[config.mk]
export PLATFORM = sky130hd
export DESIGN_NAME = neighbor_locator
export DESIGN_NICKNAME = d
export VERILOG_FILES = /design/src/nvl_pkg.sv /design/src/neighbor_locator.sv /design/src/update_emitter.sv /design/src/search_fsm.sv /design/src/min_cost_tracker.sv /design/src/candidate_fifo.sv
export SDC_FILE = /design/constraint.sdc
export NUM_CORES = 1
export LEC_CHECK = 0
export BUFFER_PORTS_ARGS = -buffer_cell sky130_fd_sc_hd__buf_2
export CAP_MARGIN = 25
export CORE_ASPECT_RATIO = 1.4
export CORE_UTILIZATION = 25
export CTS_CLUSTER_SIZE = 28
export DETAILED_ROUTE_END_ITERATION = 7
export PLACE_DENSITY = 0.46
export SLEW_MARGIN = 20
export SYNTH_ARGS = -nofsm -noshare
export SYNTH_HDL_FRONTEND = slang
export SYNTH_HIERARCHICAL = 1
export SYNTH_SLANG_ARGS = --single-unit
[constraint.sdc]
create_clock -name clk -period 10.8 [get_ports clk]
set_clock_uncertainty 0.15 [all_clocks]
set_input_delay 2.16 -clock clk [delete_from_list [all_inputs] [get_ports clk]]
set_output_delay 2.16 -clock clk [all_outputs]
set_load 0.01 [all_outputs]
[src/nvl_pkg.sv]
// Neighbour locator definitions
`default_nettype none

package nvl_pkg;

	// ******************************
	// Widths and sizes
	// ******************************

	// Node address width
	localparam int ADDR_W = 8;
	// Edge cost width
	localparam int COST_W = 4;
	// Path distance width
	localparam int DIST_W = 5;
	// Relations held per node
	localparam int MAX_NEIGHBORS = 4;
	// Candidate slots from the approved-node set
	localparam int NUM_APPROVED = 4;
	// Every approved node times every neighbour
	localparam int FIFO_DEPTH = NUM_APPROVED * MAX_NEIGHBORS;
	// Counter widths for the scan
	localparam int SLOT_W = $clog2(NUM_APPROVED);
	localparam int NBR_W = $clog2(MAX_NEIGHBORS);

	// ******************************
	// Scalar types
	// ******************************

	typedef logic [ADDR_W-1:0] node_addr_t;
	typedef logic [COST_W-1:0] cost_t;
	typedef logic [DIST_W-1:0] dist_t;
	typedef logic [SLOT_W-1:0] slot_t;
	typedef logic [NBR_W-1:0] nbr_t;

	// All-ones address marks an empty relation
	localparam node_addr_t NO_LINK = '1;

	// ******************************
	// Structured types
	// ******************************

	// One 12-bit relation
	typedef struct packed {
		node_addr_t addr;
		cost_t cost;
	} relation_t;

	// 48-bit relation memory word
	typedef relation_t [MAX_NEIGHBORS-1:0] relation_word_t;

	// One 14-bit approved-set entry
	typedef struct packed {
		logic approved;
		node_addr_t addr;
		dist_t distance;
	} approved_t;

	typedef approved_t [NUM_APPROVED-1:0] approved_set_t;

	// 25-bit queued candidate and update payload
	typedef struct packed {
		node_addr_t addr;
		cost_t sub_cost;
		node_addr_t parent;
		dist_t distance;
	} candidate_t;

	// 9-bit memory read port request
	typedef struct packed {
		logic en;
		node_addr_t addr;
	} mem_rd_t;

	// Controller states
	typedef enum logic [3:0] {
		ST_IDLE,
		ST_SLOT,
		ST_NODE_RD,
		ST_NODE_LATCH,
		ST_NBR_RD,
		ST_NBR_EVAL,
		ST_SUB_RD,
		ST_SUB_EVAL,
		ST_PUSH,
		ST_DRAIN
	} fsm_state_t;

endpackage

`default_nettype wire
[src/neighbor_locator.sv]
// Valid neighbour locator top
`timescale 1ns/100ps
`default_nettype none

module neighbor_locator (
	input wire logic clk,
	input wire logic rst_n,
	input wire logic expand,
	input wire logic approved_ready,
	input wire nvl_pkg::approved_set_t approved_set,
	input wire logic aa_busy,
	// Relation and obstacle memories
	output nvl_pkg::mem_rd_t relations_rd,
	input wire nvl_pkg::relation_word_t relations_data,
	output nvl_pkg::mem_rd_t obstacle_rd,
	input wire logic obstacle_data,
	// Established memory
	output logic estab_wr_en,
	output nvl_pkg::node_addr_t estab_wr_addr,
	output nvl_pkg::mem_rd_t estab_rd,
	input wire logic estab_data,
	// Active-node tracker side
	output logic deactivate,
	output nvl_pkg::node_addr_t deactivate_addr,
	output logic update,
	output nvl_pkg::candidate_t update_cand,
	output logic done
);

	// Controller to tracker
	logic sub_clear;
	logic sub_offer;
	nvl_pkg::cost_t offer_cost;
	logic best_valid;
	nvl_pkg::cost_t best_cost;
	// Queue
	logic push;
	nvl_pkg::candidate_t push_cand;
	logic pop;
	nvl_pkg::candidate_t head;
	logic empty;
	// Drain handover
	logic drain_en;
	logic drained;

	search_fsm u_search_fsm (
		.clk(clk), .rst_n(rst_n),
		.expand(expand), .approved_ready(approved_ready), .approved_set(approved_set),
		.relations_rd(relations_rd), .relations_data(relations_data),
		.obstacle_rd(obstacle_rd), .obstacle_data(obstacle_data),
		.estab_wr_en(estab_wr_en), .estab_wr_addr(estab_wr_addr),
		.deactivate(deactivate), .deactivate_addr(deactivate_addr),
		.sub_clear(sub_clear), .sub_offer(sub_offer), .offer_cost(offer_cost),
		.best_valid(best_valid), .best_cost(best_cost),
		.push(push), .push_cand(push_cand),
		.drain_en(drain_en), .drained(drained), .done(done)
	);

	min_cost_tracker u_min_cost_tracker (
		.clk(clk), .rst_n(rst_n),
		.sub_clear(sub_clear), .sub_offer(sub_offer), .offer_cost(offer_cost),
		.best_valid(best_valid), .best_cost(best_cost)
	);

	// Full stays internal, guarded by the queue itself
	candidate_fifo #(
		.payload_t(nvl_pkg::candidate_t),
		.DEPTH(nvl_pkg::FIFO_DEPTH)
	) u_candidate_fifo (
		.clk(clk), .rst_n(rst_n),
		.push(push), .push_data(push_cand),
		.pop(pop), .head(head), .empty(empty), .full()
	);

	update_emitter u_update_emitter (
		.clk(clk), .rst_n(rst_n),
		.drain_en(drain_en), .aa_busy(aa_busy),
		.empty(empty), .head(head), .pop(pop),
		.estab_rd(estab_rd), .estab_data(estab_data),
		.update(update), .update_cand(update_cand), .drained(drained)
	);

endmodule

`default_nettype wire

[src/update_emitter.sv]
// Candidate drain and update emitter
`timescale 1ns/100ps
`default_nettype none

module update_emitter (
	input wire logic clk,
	input wire logic rst_n,
	input wire logic drain_en,
	input wire logic aa_busy,
	input wire logic empty,
	input wire nvl_pkg::candidate_t head,
	output logic pop,
	output nvl_pkg::mem_rd_t estab_rd,
	input wire logic estab_data,
	output logic update,
	output nvl_pkg::candidate_t update_cand,
	output logic drained
);

	// Established check waiting for its read data
	logic in_flight;
	logic check_issue;

	// ******************************
	// Check issue
	// ******************************
	// One head at a time, never while the tracker is busy
	assign check_issue = drain_en && !empty && !aa_busy && !in_flight;

	always_ff @(posedge clk or negedge rst_n) begin
		if (!rst_n) begin
			in_flight <= 1'b0;
		end else begin
			in_flight <= check_issue;
		end
	end

	assign estab_rd.en = check_issue;
	assign estab_rd.addr = head.addr;

	// ******************************
	// Second cycle, pop and update
	// ******************************
	// Busy in the data cycle drops the check, head stays and is read again
	assign pop = in_flight && !aa_busy;

	// Already established neighbours are popped silently
	assign update = pop && !estab_data;

	// Head is still the checked entry until the pop takes effect
	assign update_cand = head;

	// Nothing queued and nothing pending
	assign drained = empty && !in_flight;

	// Every update follows a read of the same neighbour
	a_update_checked: assert property (@(posedge clk) disable iff (!rst_n)
		update |-> $past(estab_rd.en) && ($past(estab_rd.addr) == update_cand.addr));

endmodule

`default_nettype wire

[src/search_fsm.sv]
// Approved node scan controller
`timescale 1ns/100ps
`default_nettype none

module search_fsm (
	input wire logic clk,
	input wire logic rst_n,
	input wire logic expand,
	input wire logic approved_ready,
	input wire nvl_pkg::approved_set_t approved_set,
	output nvl_pkg::mem_rd_t relations_rd,
	input wire nvl_pkg::relation_word_t relations_data,
	output nvl_pkg::mem_rd_t obstacle_rd,
	input wire logic obstacle_data,
	output logic estab_wr_en,
	output nvl_pkg::node_addr_t estab_wr_addr,
	output logic deactivate,
	output nvl_pkg::node_addr_t deactivate_addr,
	output logic sub_clear,
	output logic sub_offer,
	output nvl_pkg::cost_t offer_cost,
	input wire logic best_valid,
	input wire nvl_pkg::cost_t best_cost,
	output logic push,
	output nvl_pkg::candidate_t push_cand,
	output logic drain_en,
	input wire logic drained,
	output logic done
);

	nvl_pkg::fsm_state_t state;
	nvl_pkg::fsm_state_t next_state;
	nvl_pkg::fsm_state_t after_nbr;
	// Slot, neighbour and sub-neighbour counters
	nvl_pkg::slot_t slot;
	nvl_pkg::nbr_t nbr;
	nvl_pkg::nbr_t sub;
	// Relations of the approved node and of the current neighbour
	nvl_pkg::relation_word_t node_word;
	nvl_pkg::relation_word_t sub_word;
	nvl_pkg::approved_t cur;
	nvl_pkg::relation_t cur_nbr;
	nvl_pkg::relation_t cur_sub;
	logic nbr_link;
	logic sub_link;
	logic nbr_skip;
	logic last_slot;
	logic last_nbr;
	logic last_sub;

	assign cur = approved_set[slot];
	assign cur_nbr = node_word[nbr];
	assign cur_sub = sub_word[sub];
	assign nbr_link = (cur_nbr.addr != nvl_pkg::NO_LINK);
	assign sub_link = (cur_sub.addr != nvl_pkg::NO_LINK);
	// Obstacle bit belongs to the neighbour read in the cycle before
	assign nbr_skip = !nbr_link || obstacle_data;
	assign last_slot = (slot == nvl_pkg::slot_t'(nvl_pkg::NUM_APPROVED - 1));
	assign last_nbr = (nbr == nvl_pkg::nbr_t'(nvl_pkg::MAX_NEIGHBORS - 1));
	assign last_sub = (sub == nvl_pkg::nbr_t'(nvl_pkg::MAX_NEIGHBORS - 1));

	// ******************************
	// State sequencing
	// ******************************
	always_ff @(posedge clk or negedge rst_n) begin
		if (!rst_n) begin
			state <= nvl_pkg::ST_IDLE;
		end else begin
			state <= next_state;
		end
	end

	always_comb begin
		// Where to go once a neighbour is finished
		if (!last_nbr) begin
			after_nbr = nvl_pkg::ST_NBR_RD;
		end else if (!last_slot) begin
			after_nbr = nvl_pkg::ST_SLOT;
		end else begin
			after_nbr = nvl_pkg::ST_DRAIN;
		end
		next_state = state;
		case (state)
			nvl_pkg::ST_IDLE: begin
				if (expand && approved_ready) begin
					next_state = nvl_pkg::ST_SLOT;
				end
			end
			nvl_pkg::ST_SLOT: begin
				if (cur.approved) begin
					next_state = nvl_pkg::ST_NODE_RD;
				end else if (last_slot) begin
					next_state = nvl_pkg::ST_DRAIN;
				end
			end
			nvl_pkg::ST_NODE_RD: next_state = nvl_pkg::ST_NODE_LATCH;
			nvl_pkg::ST_NODE_LATCH: next_state = nvl_pkg::ST_NBR_RD;
			nvl_pkg::ST_NBR_RD: next_state = nvl_pkg::ST_NBR_EVAL;
			nvl_pkg::ST_NBR_EVAL: next_state = nbr_skip ? after_nbr : nvl_pkg::ST_SUB_RD;
			nvl_pkg::ST_SUB_RD: next_state = nvl_pkg::ST_SUB_EVAL;
			nvl_pkg::ST_SUB_EVAL: next_state = last_sub ? nvl_pkg::ST_PUSH : nvl_pkg::ST_SUB_RD;
			nvl_pkg::ST_PUSH: next_state = after_nbr;
			nvl_pkg::ST_DRAIN: begin
				if (drained) begin
					next_state = nvl_pkg::ST_IDLE;
				end
			end
			default: next_state = nvl_pkg::ST_IDLE;
		endcase
	end

	// ******************************
	// Counters
	// ******************************
	always_ff @(posedge clk or negedge rst_n) begin
		if (!rst_n) begin
			slot <= '0;
			nbr <= '0;
			sub <= '0;
		end else begin
			case (state)
				nvl_pkg::ST_IDLE: slot <= '0;
				// Skipped slot moves on at once
				nvl_pkg::ST_SLOT: begin
					if (!cur.approved) begin
						slot <= slot + 1'b1;
					end
				end
				nvl_pkg::ST_NODE_RD: nbr <= '0;
				nvl_pkg::ST_NBR_EVAL: begin
					sub <= '0;
					if (nbr_skip) begin
						nbr <= nbr + 1'b1;
						if (last_nbr) begin
							slot <= slot + 1'b1;
						end
					end
				end
				nvl_pkg::ST_SUB_EVAL: sub <= sub + 1'b1;
				nvl_pkg::ST_PUSH: begin
					nbr <= nbr + 1'b1;
					if (last_nbr) begin
						slot <= slot + 1'b1;
					end
				end
				default: begin
					slot <= slot;
				end
			endcase
		end
	end

	// Relation words arrive one cycle after their read
	always_ff @(posedge clk) begin
		if (state == nvl_pkg::ST_NODE_LATCH) begin
			node_word <= relations_data;
		end
		if (state == nvl_pkg::ST_NBR_EVAL && !nbr_skip) begin
			sub_word <= relations_data;
		end
	end

	// ******************************
	// Memory requests
	// ******************************
	// Empty relations issue no read
	assign relations_rd.en = (state == nvl_pkg::ST_NODE_RD) ||
		(state == nvl_pkg::ST_NBR_RD && nbr_link);
	assign relations_rd.addr = (state == nvl_pkg::ST_NODE_RD) ? cur.addr : cur_nbr.addr;
	assign obstacle_rd.en = (state == nvl_pkg::ST_NBR_RD && nbr_link) ||
		(state == nvl_pkg::ST_SUB_RD && sub_link);
	assign obstacle_rd.addr = (state == nvl_pkg::ST_SUB_RD) ? cur_sub.addr : cur_nbr.addr;

	// Approved node becomes established as it is deactivated
	assign estab_wr_en = (state == nvl_pkg::ST_NODE_RD);
	assign estab_wr_addr = cur.addr;
	assign deactivate = (state == nvl_pkg::ST_NODE_RD);
	assign deactivate_addr = cur.addr;

	// The approved node itself never counts in the sub-scan
	assign sub_clear = (state == nvl_pkg::ST_NBR_EVAL) && !nbr_skip;
	assign sub_offer = (state == nvl_pkg::ST_SUB_EVAL) && sub_link &&
		(cur_sub.addr != cur.addr) && !obstacle_data;
	assign offer_cost = cur_sub.cost;

	// Candidate only when some sub-neighbour qualified
	assign push = (state == nvl_pkg::ST_PUSH) && best_valid;
	assign push_cand.addr = cur_nbr.addr;
	assign push_cand.sub_cost = best_cost;
	assign push_cand.parent = cur.addr;
	assign push_cand.distance = cur.distance + nvl_pkg::dist_t'(cur_nbr.cost);

	assign drain_en = (state == nvl_pkg::ST_DRAIN);
	assign done = (state == nvl_pkg::ST_DRAIN) && drained;

	// Approved set is held steady for the whole run
	a_set_stable: assert property (@(posedge clk) disable iff (!rst_n)
		(state != nvl_pkg::ST_IDLE) |-> $stable(approved_set));
	// An approved node never sits at the empty-relation address
	a_node_addr: assert property (@(posedge clk) disable iff (!rst_n)
		deactivate |-> (deactivate_addr != nvl_pkg::NO_LINK));

endmodule

`default_nettype wire

[src/min_cost_tracker.sv]
// Cheapest sub-neighbour tracker
`timescale 1ns/100ps
`default_nettype none

module min_cost_tracker (
	input wire logic clk,
	input wire logic rst_n,
	input wire logic sub_clear,
	input wire logic sub_offer,
	input wire nvl_pkg::cost_t offer_cost,
	output logic best_valid,
	output nvl_pkg::cost_t best_cost
);

	logic take;

	// Strictly lower wins, a tie keeps the earlier entry
	assign take = sub_offer && (!best_valid || (offer_cost < best_cost));

	// Found flag, cleared at the start of each sub-scan
	always_ff @(posedge clk or negedge rst_n) begin
		if (!rst_n) begin
			best_valid <= 1'b0;
		end else if (sub_clear) begin
			best_valid <= 1'b0;
		end else if (take) begin
			best_valid <= 1'b1;
		end
	end

	// Stored cost, meaningful only with best_valid
	always_ff @(posedge clk) begin
		if (take) begin
			best_cost <= offer_cost;
		end
	end

	// Controller never clears in the middle of an offer
	a_clear_offer: assert property (@(posedge clk) disable iff (!rst_n)
		!(sub_clear && sub_offer));

endmodule

`default_nettype wire

[src/candidate_fifo.sv]
// Candidate queue
`timescale 1ns/100ps
`default_nettype none

module candidate_fifo #(
	parameter type payload_t = nvl_pkg::candidate_t,
	parameter int DEPTH = nvl_pkg::FIFO_DEPTH
) (
	input wire logic clk,
	input wire logic rst_n,
	input wire logic push,
	input wire payload_t push_data,
	input wire logic pop,
	output payload_t head,
	output logic empty,
	output logic full
);

	typedef logic [$clog2(DEPTH)-1:0] ptr_t;
	typedef logic [$clog2(DEPTH):0] cnt_t;

	// Storage, no reset on payload
	payload_t mem [DEPTH];
	ptr_t wr_ptr;
	ptr_t rd_ptr;
	cnt_t count;

	// Circular pointer advance
	function automatic ptr_t next_ptr(input ptr_t p);
		return (p == ptr_t'(DEPTH - 1)) ? '0 : p + 1'b1;
	endfunction

	always_ff @(posedge clk) begin
		if (push) begin
			mem[wr_ptr] <= push_data;
		end
	end

	// ******************************
	// Pointers and occupancy
	// ******************************
	always_ff @(posedge clk or negedge rst_n) begin
		if (!rst_n) begin
			wr_ptr <= '0;
			rd_ptr <= '0;
			count <= '0;
		end else begin
			if (push) begin
				wr_ptr <= next_ptr(wr_ptr);
			end
			if (pop) begin
				rd_ptr <= next_ptr(rd_ptr);
			end
			// Push and pop together leave the count alone
			case ({push, pop})
				2'b10: count <= count + 1'b1;
				2'b01: count <= count - 1'b1;
				default: count <= count;
			endcase
		end
	end

	// Head shows the next entry one cycle after a pop
	assign head = mem[rd_ptr];
	assign empty = (count == '0);
	assign full = (count == cnt_t'(DEPTH));

	// Producer must respect full, consumer must respect empty
	a_no_push_full: assert property (@(posedge clk) disable iff (!rst_n) push |-> !full);
	a_no_pop_empty: assert property (@(posedge clk) disable iff (!rst_n) pop |-> !empty);

endmodule

`default_nettype wire

# Word-level counts from Yosys, hierarchy flattened
# Memory sizes are Yosys's and may differ from the RTL's.
# Index checks and enable logic that the tools add are counted.
# totals
mem_count	1
out_inout_bits	72
elab_cells	132
mem_bits_rw	400
register_bits	125
# memory_table
memory	depth	word_bits	rd	rd_clocked_by_memory_dff	wr	line_no	text
u_candidate_fifo.mem	16	25	1	0	1	candidate_fifo.sv:23	payload_t mem [DEPTH];
# op_classes
n_eq_ne	24
order_cmp	4
n_mux	31
addsub	8
reduce_logical	38
# ops
cell	n
$bmux 12 s2	2
$mux 4	10
$pmux 4 s10	1
$bmux 14 s2	1
$mux 12	2
$eq 4x3->1 const B	4
$eq 4x4->1 const B	4
$logic_and 1x1->1	16
$mux 8	2
$ne 8x8->1 const B	2
$mux 14	1
$pmux 5 s2	1
$lt 2x3->1 const B	3
$add 4x1->4 const B	2
$eq 2x2->1 const B	4
$eq 4x2->1 const B	2
$logic_not 1->1	8
$mux 2	4
$ne 8x8->1	1
$pmux 2 s4	1
$add 2x1->2 const B	3
$pmux 2 s3	1
$reduce_and 3->1	2
$reduce_bool 2->1	3
17 further kinds	25

# Longest topological paths before layout
# logic_depth
depth_word	9
ltp_mapped	14

# Hierarchy
# The synthesis kept the hierarchy.
# modules_own_cells
mod	cells_per_inst	n_inst	area_per_inst_um2
candidate_fifo	716	1	15786.4
search_fsm	302	1	5146.2
update_emitter	39	1	322.8
min_cost_tracker	18	1	244.0

# Worst setup path before layout
# Ideal clock, no wire load.
# synth_timing
path_kind	input to output
startpoint	input port approved_set[47] in the netlist's numbering
endpoint	output port relations_rd[0] in the netlist's numbering
arrival_ns	3.009
path_slack_ns	5.481
stages	2
required_time_ns	8.490
path_cell_list	mux4_2 > mux2_2
# synth_lines
element	line_no	text
from (decl)	neighbor_locator.sv:10	input wire nvl_pkg::approved_set_t approved_set,
to (decl)	neighbor_locator.sv:13	output nvl_pkg::mem_rd_t relations_rd,

==> impl_metrics.csv <==
group,metric,value,unit
clocking,post_cts_resized,0,
run,maxCapViolations,0,
grt,grt_max_degree,57,
timing,slew_headroom,37.75,%
placed_design,gp_routability_congestion,0.7568,
placed_design,io_buffers,182,
timing,drv_slew,0,
grt,met1_usage,14.73,%
timing,setup_tns,0,ns
power,pwr_density_cell,237.7,nW/µm²
timing,rsz0062_at_grt,"no",
synthesis,ys_warn_count,6,
setup_path,required,8.49,ns
setup_path,start_kind,"input pin",
timing,period_minus_slack,5.813,ns
grt,antenna_found_initial,1,
cells_and_area,nNetsFinal,1353,
setup_path,end_kind,"output port",
floorplanning,io_pins,183,
floorplanning,core,84660,µm²
clocking,cts_buffer_depth,3,
grt,grt_pass1_wl,80150,µm
power,power_switching_share,29.58,%
power,power_frac_comb,24.5,%
grt,grt_pass1_vias,11540,
placed_design,place_area,23370,µm²
timing,timing.final.crit_share,53.82,%
routing,drc,0,
floorplanning,std_cell_rows,126,
timing,hold_viol_final,0,
clocking,cts_root_buf,"clkbuf_16",
clocking,cts.sinks,525,
placed_design,dp_hpwl,34140,µm
routing,drtIter0Drc,790,
placed_design,placedCellCount,2260,
clocking,cts_tree,"yes",
clocking,numCtsBuffers,47,
routing,via_per_inst,4.539,
grt,use_met2,24.34,%
synthesis,syn_area_per_cell,20.01,µm²
floorplanning,fp.dieH,349.0,µm
routing,wl,55720,µm
power,internal-power,4.182,mW
setup_path,critPathKind,"input pin to output port",
routing,postRouteAntennaNets,0,
synthesis,syn_area,21500,µm²
grt,grt.overflow.total,0,
grt,grt_util_met3,1.743,%
power,p_sw,1.756,mW
clocking,clk_latency,0.59,ns
setup_path,arrival,3.50,ns
clocking,ctsHoldBuffers,0,
outcome,status,"finished, final reports clean",
routing,wl_per_cell,23.71,µm
routing,first_pass_iters,5,
setup_path,critPathMaxFanout,21,
timing,setup_viol,0,
power,power_frac_seq,46.7,%
floorplanning,start_util,25.39,%
clocking,htree_num_levels,2,
cells_and_area,final_area,24980,µm²
min_path,hold_path.class,"flip-flop to flip-flop",
cells_and_area,fill_cells,8222,
floorplanning,die_area,87170,µm²
routing,via_count,10670,
cells_and_area,final_util,29.51,%
grt,track_usage,12.79,%
cells_and_area,drive_above_1_share,36.93,%
synthesis,synth.net_count,1205,
cells_and_area,stdcell_count,2350,
cells_and_area,syn_to_final_growth,16.21,%
synthesis,syn-instance-count,1074,
timing,worstMarginPinSlew,0.9338,ns
clocking,cts_setup_buffers,0,
floorplanning,fp.dieW,249.8,µm
power,clkPwrFrac,28.7,%
timing,fmax,0.1720,GHz
grt,busiest_layer,"met2",
clocking,path_clk_slew,0.06,ns
power,p_leak,8.016,nW
power,peakVddDrop,166.3,µV
layout make-up:
cell class	count	area [µm²]	area share, %
inverter	17	65.06	0.2605
clock inverter	24	257.7	1.032
tap	1088	1361	5.450
antenna	3	7.507	0.03005
timing repair buffer	211	1149	4.598
clock buffer	62	1295	5.184
multi-input combinational	420	5197	20.81
sequential	525	15650	62.64
state kept, by name, indices dropped and copies added, names as in the netlist, 4 cells and up:
register / count
u_min_cost_tracker/best_cost: 4
u_candidate_fifo/wr_ptr: 4
u_candidate_fifo/rd_ptr: 4
u_candidate_fifo/mem: 400
u_search_fsm/sub_word: 48
u_candidate_fifo/count: 5
u_search_fsm/state: 4
u_search_fsm/node_word: 48
layer usage:
layer	vias up	part of all wire (%)
li1	4632	-
met4	0	2.4
met1	5678	38
met5	-	0
met2	287	55
met3	69	4.4
worst paths after layout:
check | startpoint | to | slack [ns] | cells after the start
worst max-delay path | approved_set[47] | relations_rd[0] | 4.99 | 4
worst min-delay path | u_update_emitter/in_flight | u_update_emitter/in_flight | 0.35 | 1
worst max register to register | u_search_fsm/nbr[1] | u_search_fsm/sub_word[29] | 6.87 | 4
worst min register to register | u_update_emitter/in_flight | u_update_emitter/in_flight | 0.35 | 1
max in group asynchronous | rst_n | u_candidate_fifo/rd_ptr[0] | 8.61 | 1
min in group asynchronous | rst_n | u_candidate_fifo/count[0] | 1.44 | 1
power groups by stage:
stage	sequential, mW	combinational [mW]	clock (mW)
after global placement	2.82	1.44	0
after CTS	2.78	1.48	1.76
after floorplan	2.72	1.09	0
final	2.78	1.46	1.71
after global routing	2.79	1.59	1.82
after detailed placement	2.83	1.48	0
metrics by stage:
step                      power (mW)  setup WS (ns)  hold slack, ns
after floorplan                3.807          5.481          0.3004
after global placement         4.257          5.008          0.3202
after detailed placement       4.302          4.987          0.3348
after CTS                      6.018          4.704          0.3444
after global routing           6.199          4.820          0.3707
final                          5.938          4.987          0.3474
worst max-delay path, cell delays in order:
cell    delay (ns)
buf_2         0.09
mux4_2        0.73
mux2_2        0.38
buf_2         0.14
cells in the final DEF (no fill, tap or decap), types with 4 or more instances in the layout:
| cell | count |
|---|---|
| a21oi_1 | 10 |
| clkinv_1 | 8 |
| inv_1 | 16 |
| clkinv_2 | 8 |
| edfxtp_1 | 500 |
| nand4_1 | 5 |
| buf_2 | 182 |
| and3_1 | 5 |
| clkbuf_1 | 11 |
| nor4_1 | 4 |
| nor3_2 | 4 |
| nor2_1 | 36 |
| o21ai_1 | 5 |
| ha_1 | 19 |
| nor2_4 | 13 |
| nand2b_1 | 6 |
| buf_4 | 28 |
| nor3_1 | 5 |
| o22ai_1 | 52 |
| bufinv_16 | 5 |
| mux4_2 | 135 |
| clkbuf_16 | 49 |
| xor2_1 | 11 |
| dfrtp_1 | 22 |
| nand2_1 | 18 |
| o21ai_0 | 6 |
| xnor2_1 | 7 |
| mux2_2 | 20 |
Note: power is estimated with default switching activity, not from simulation.
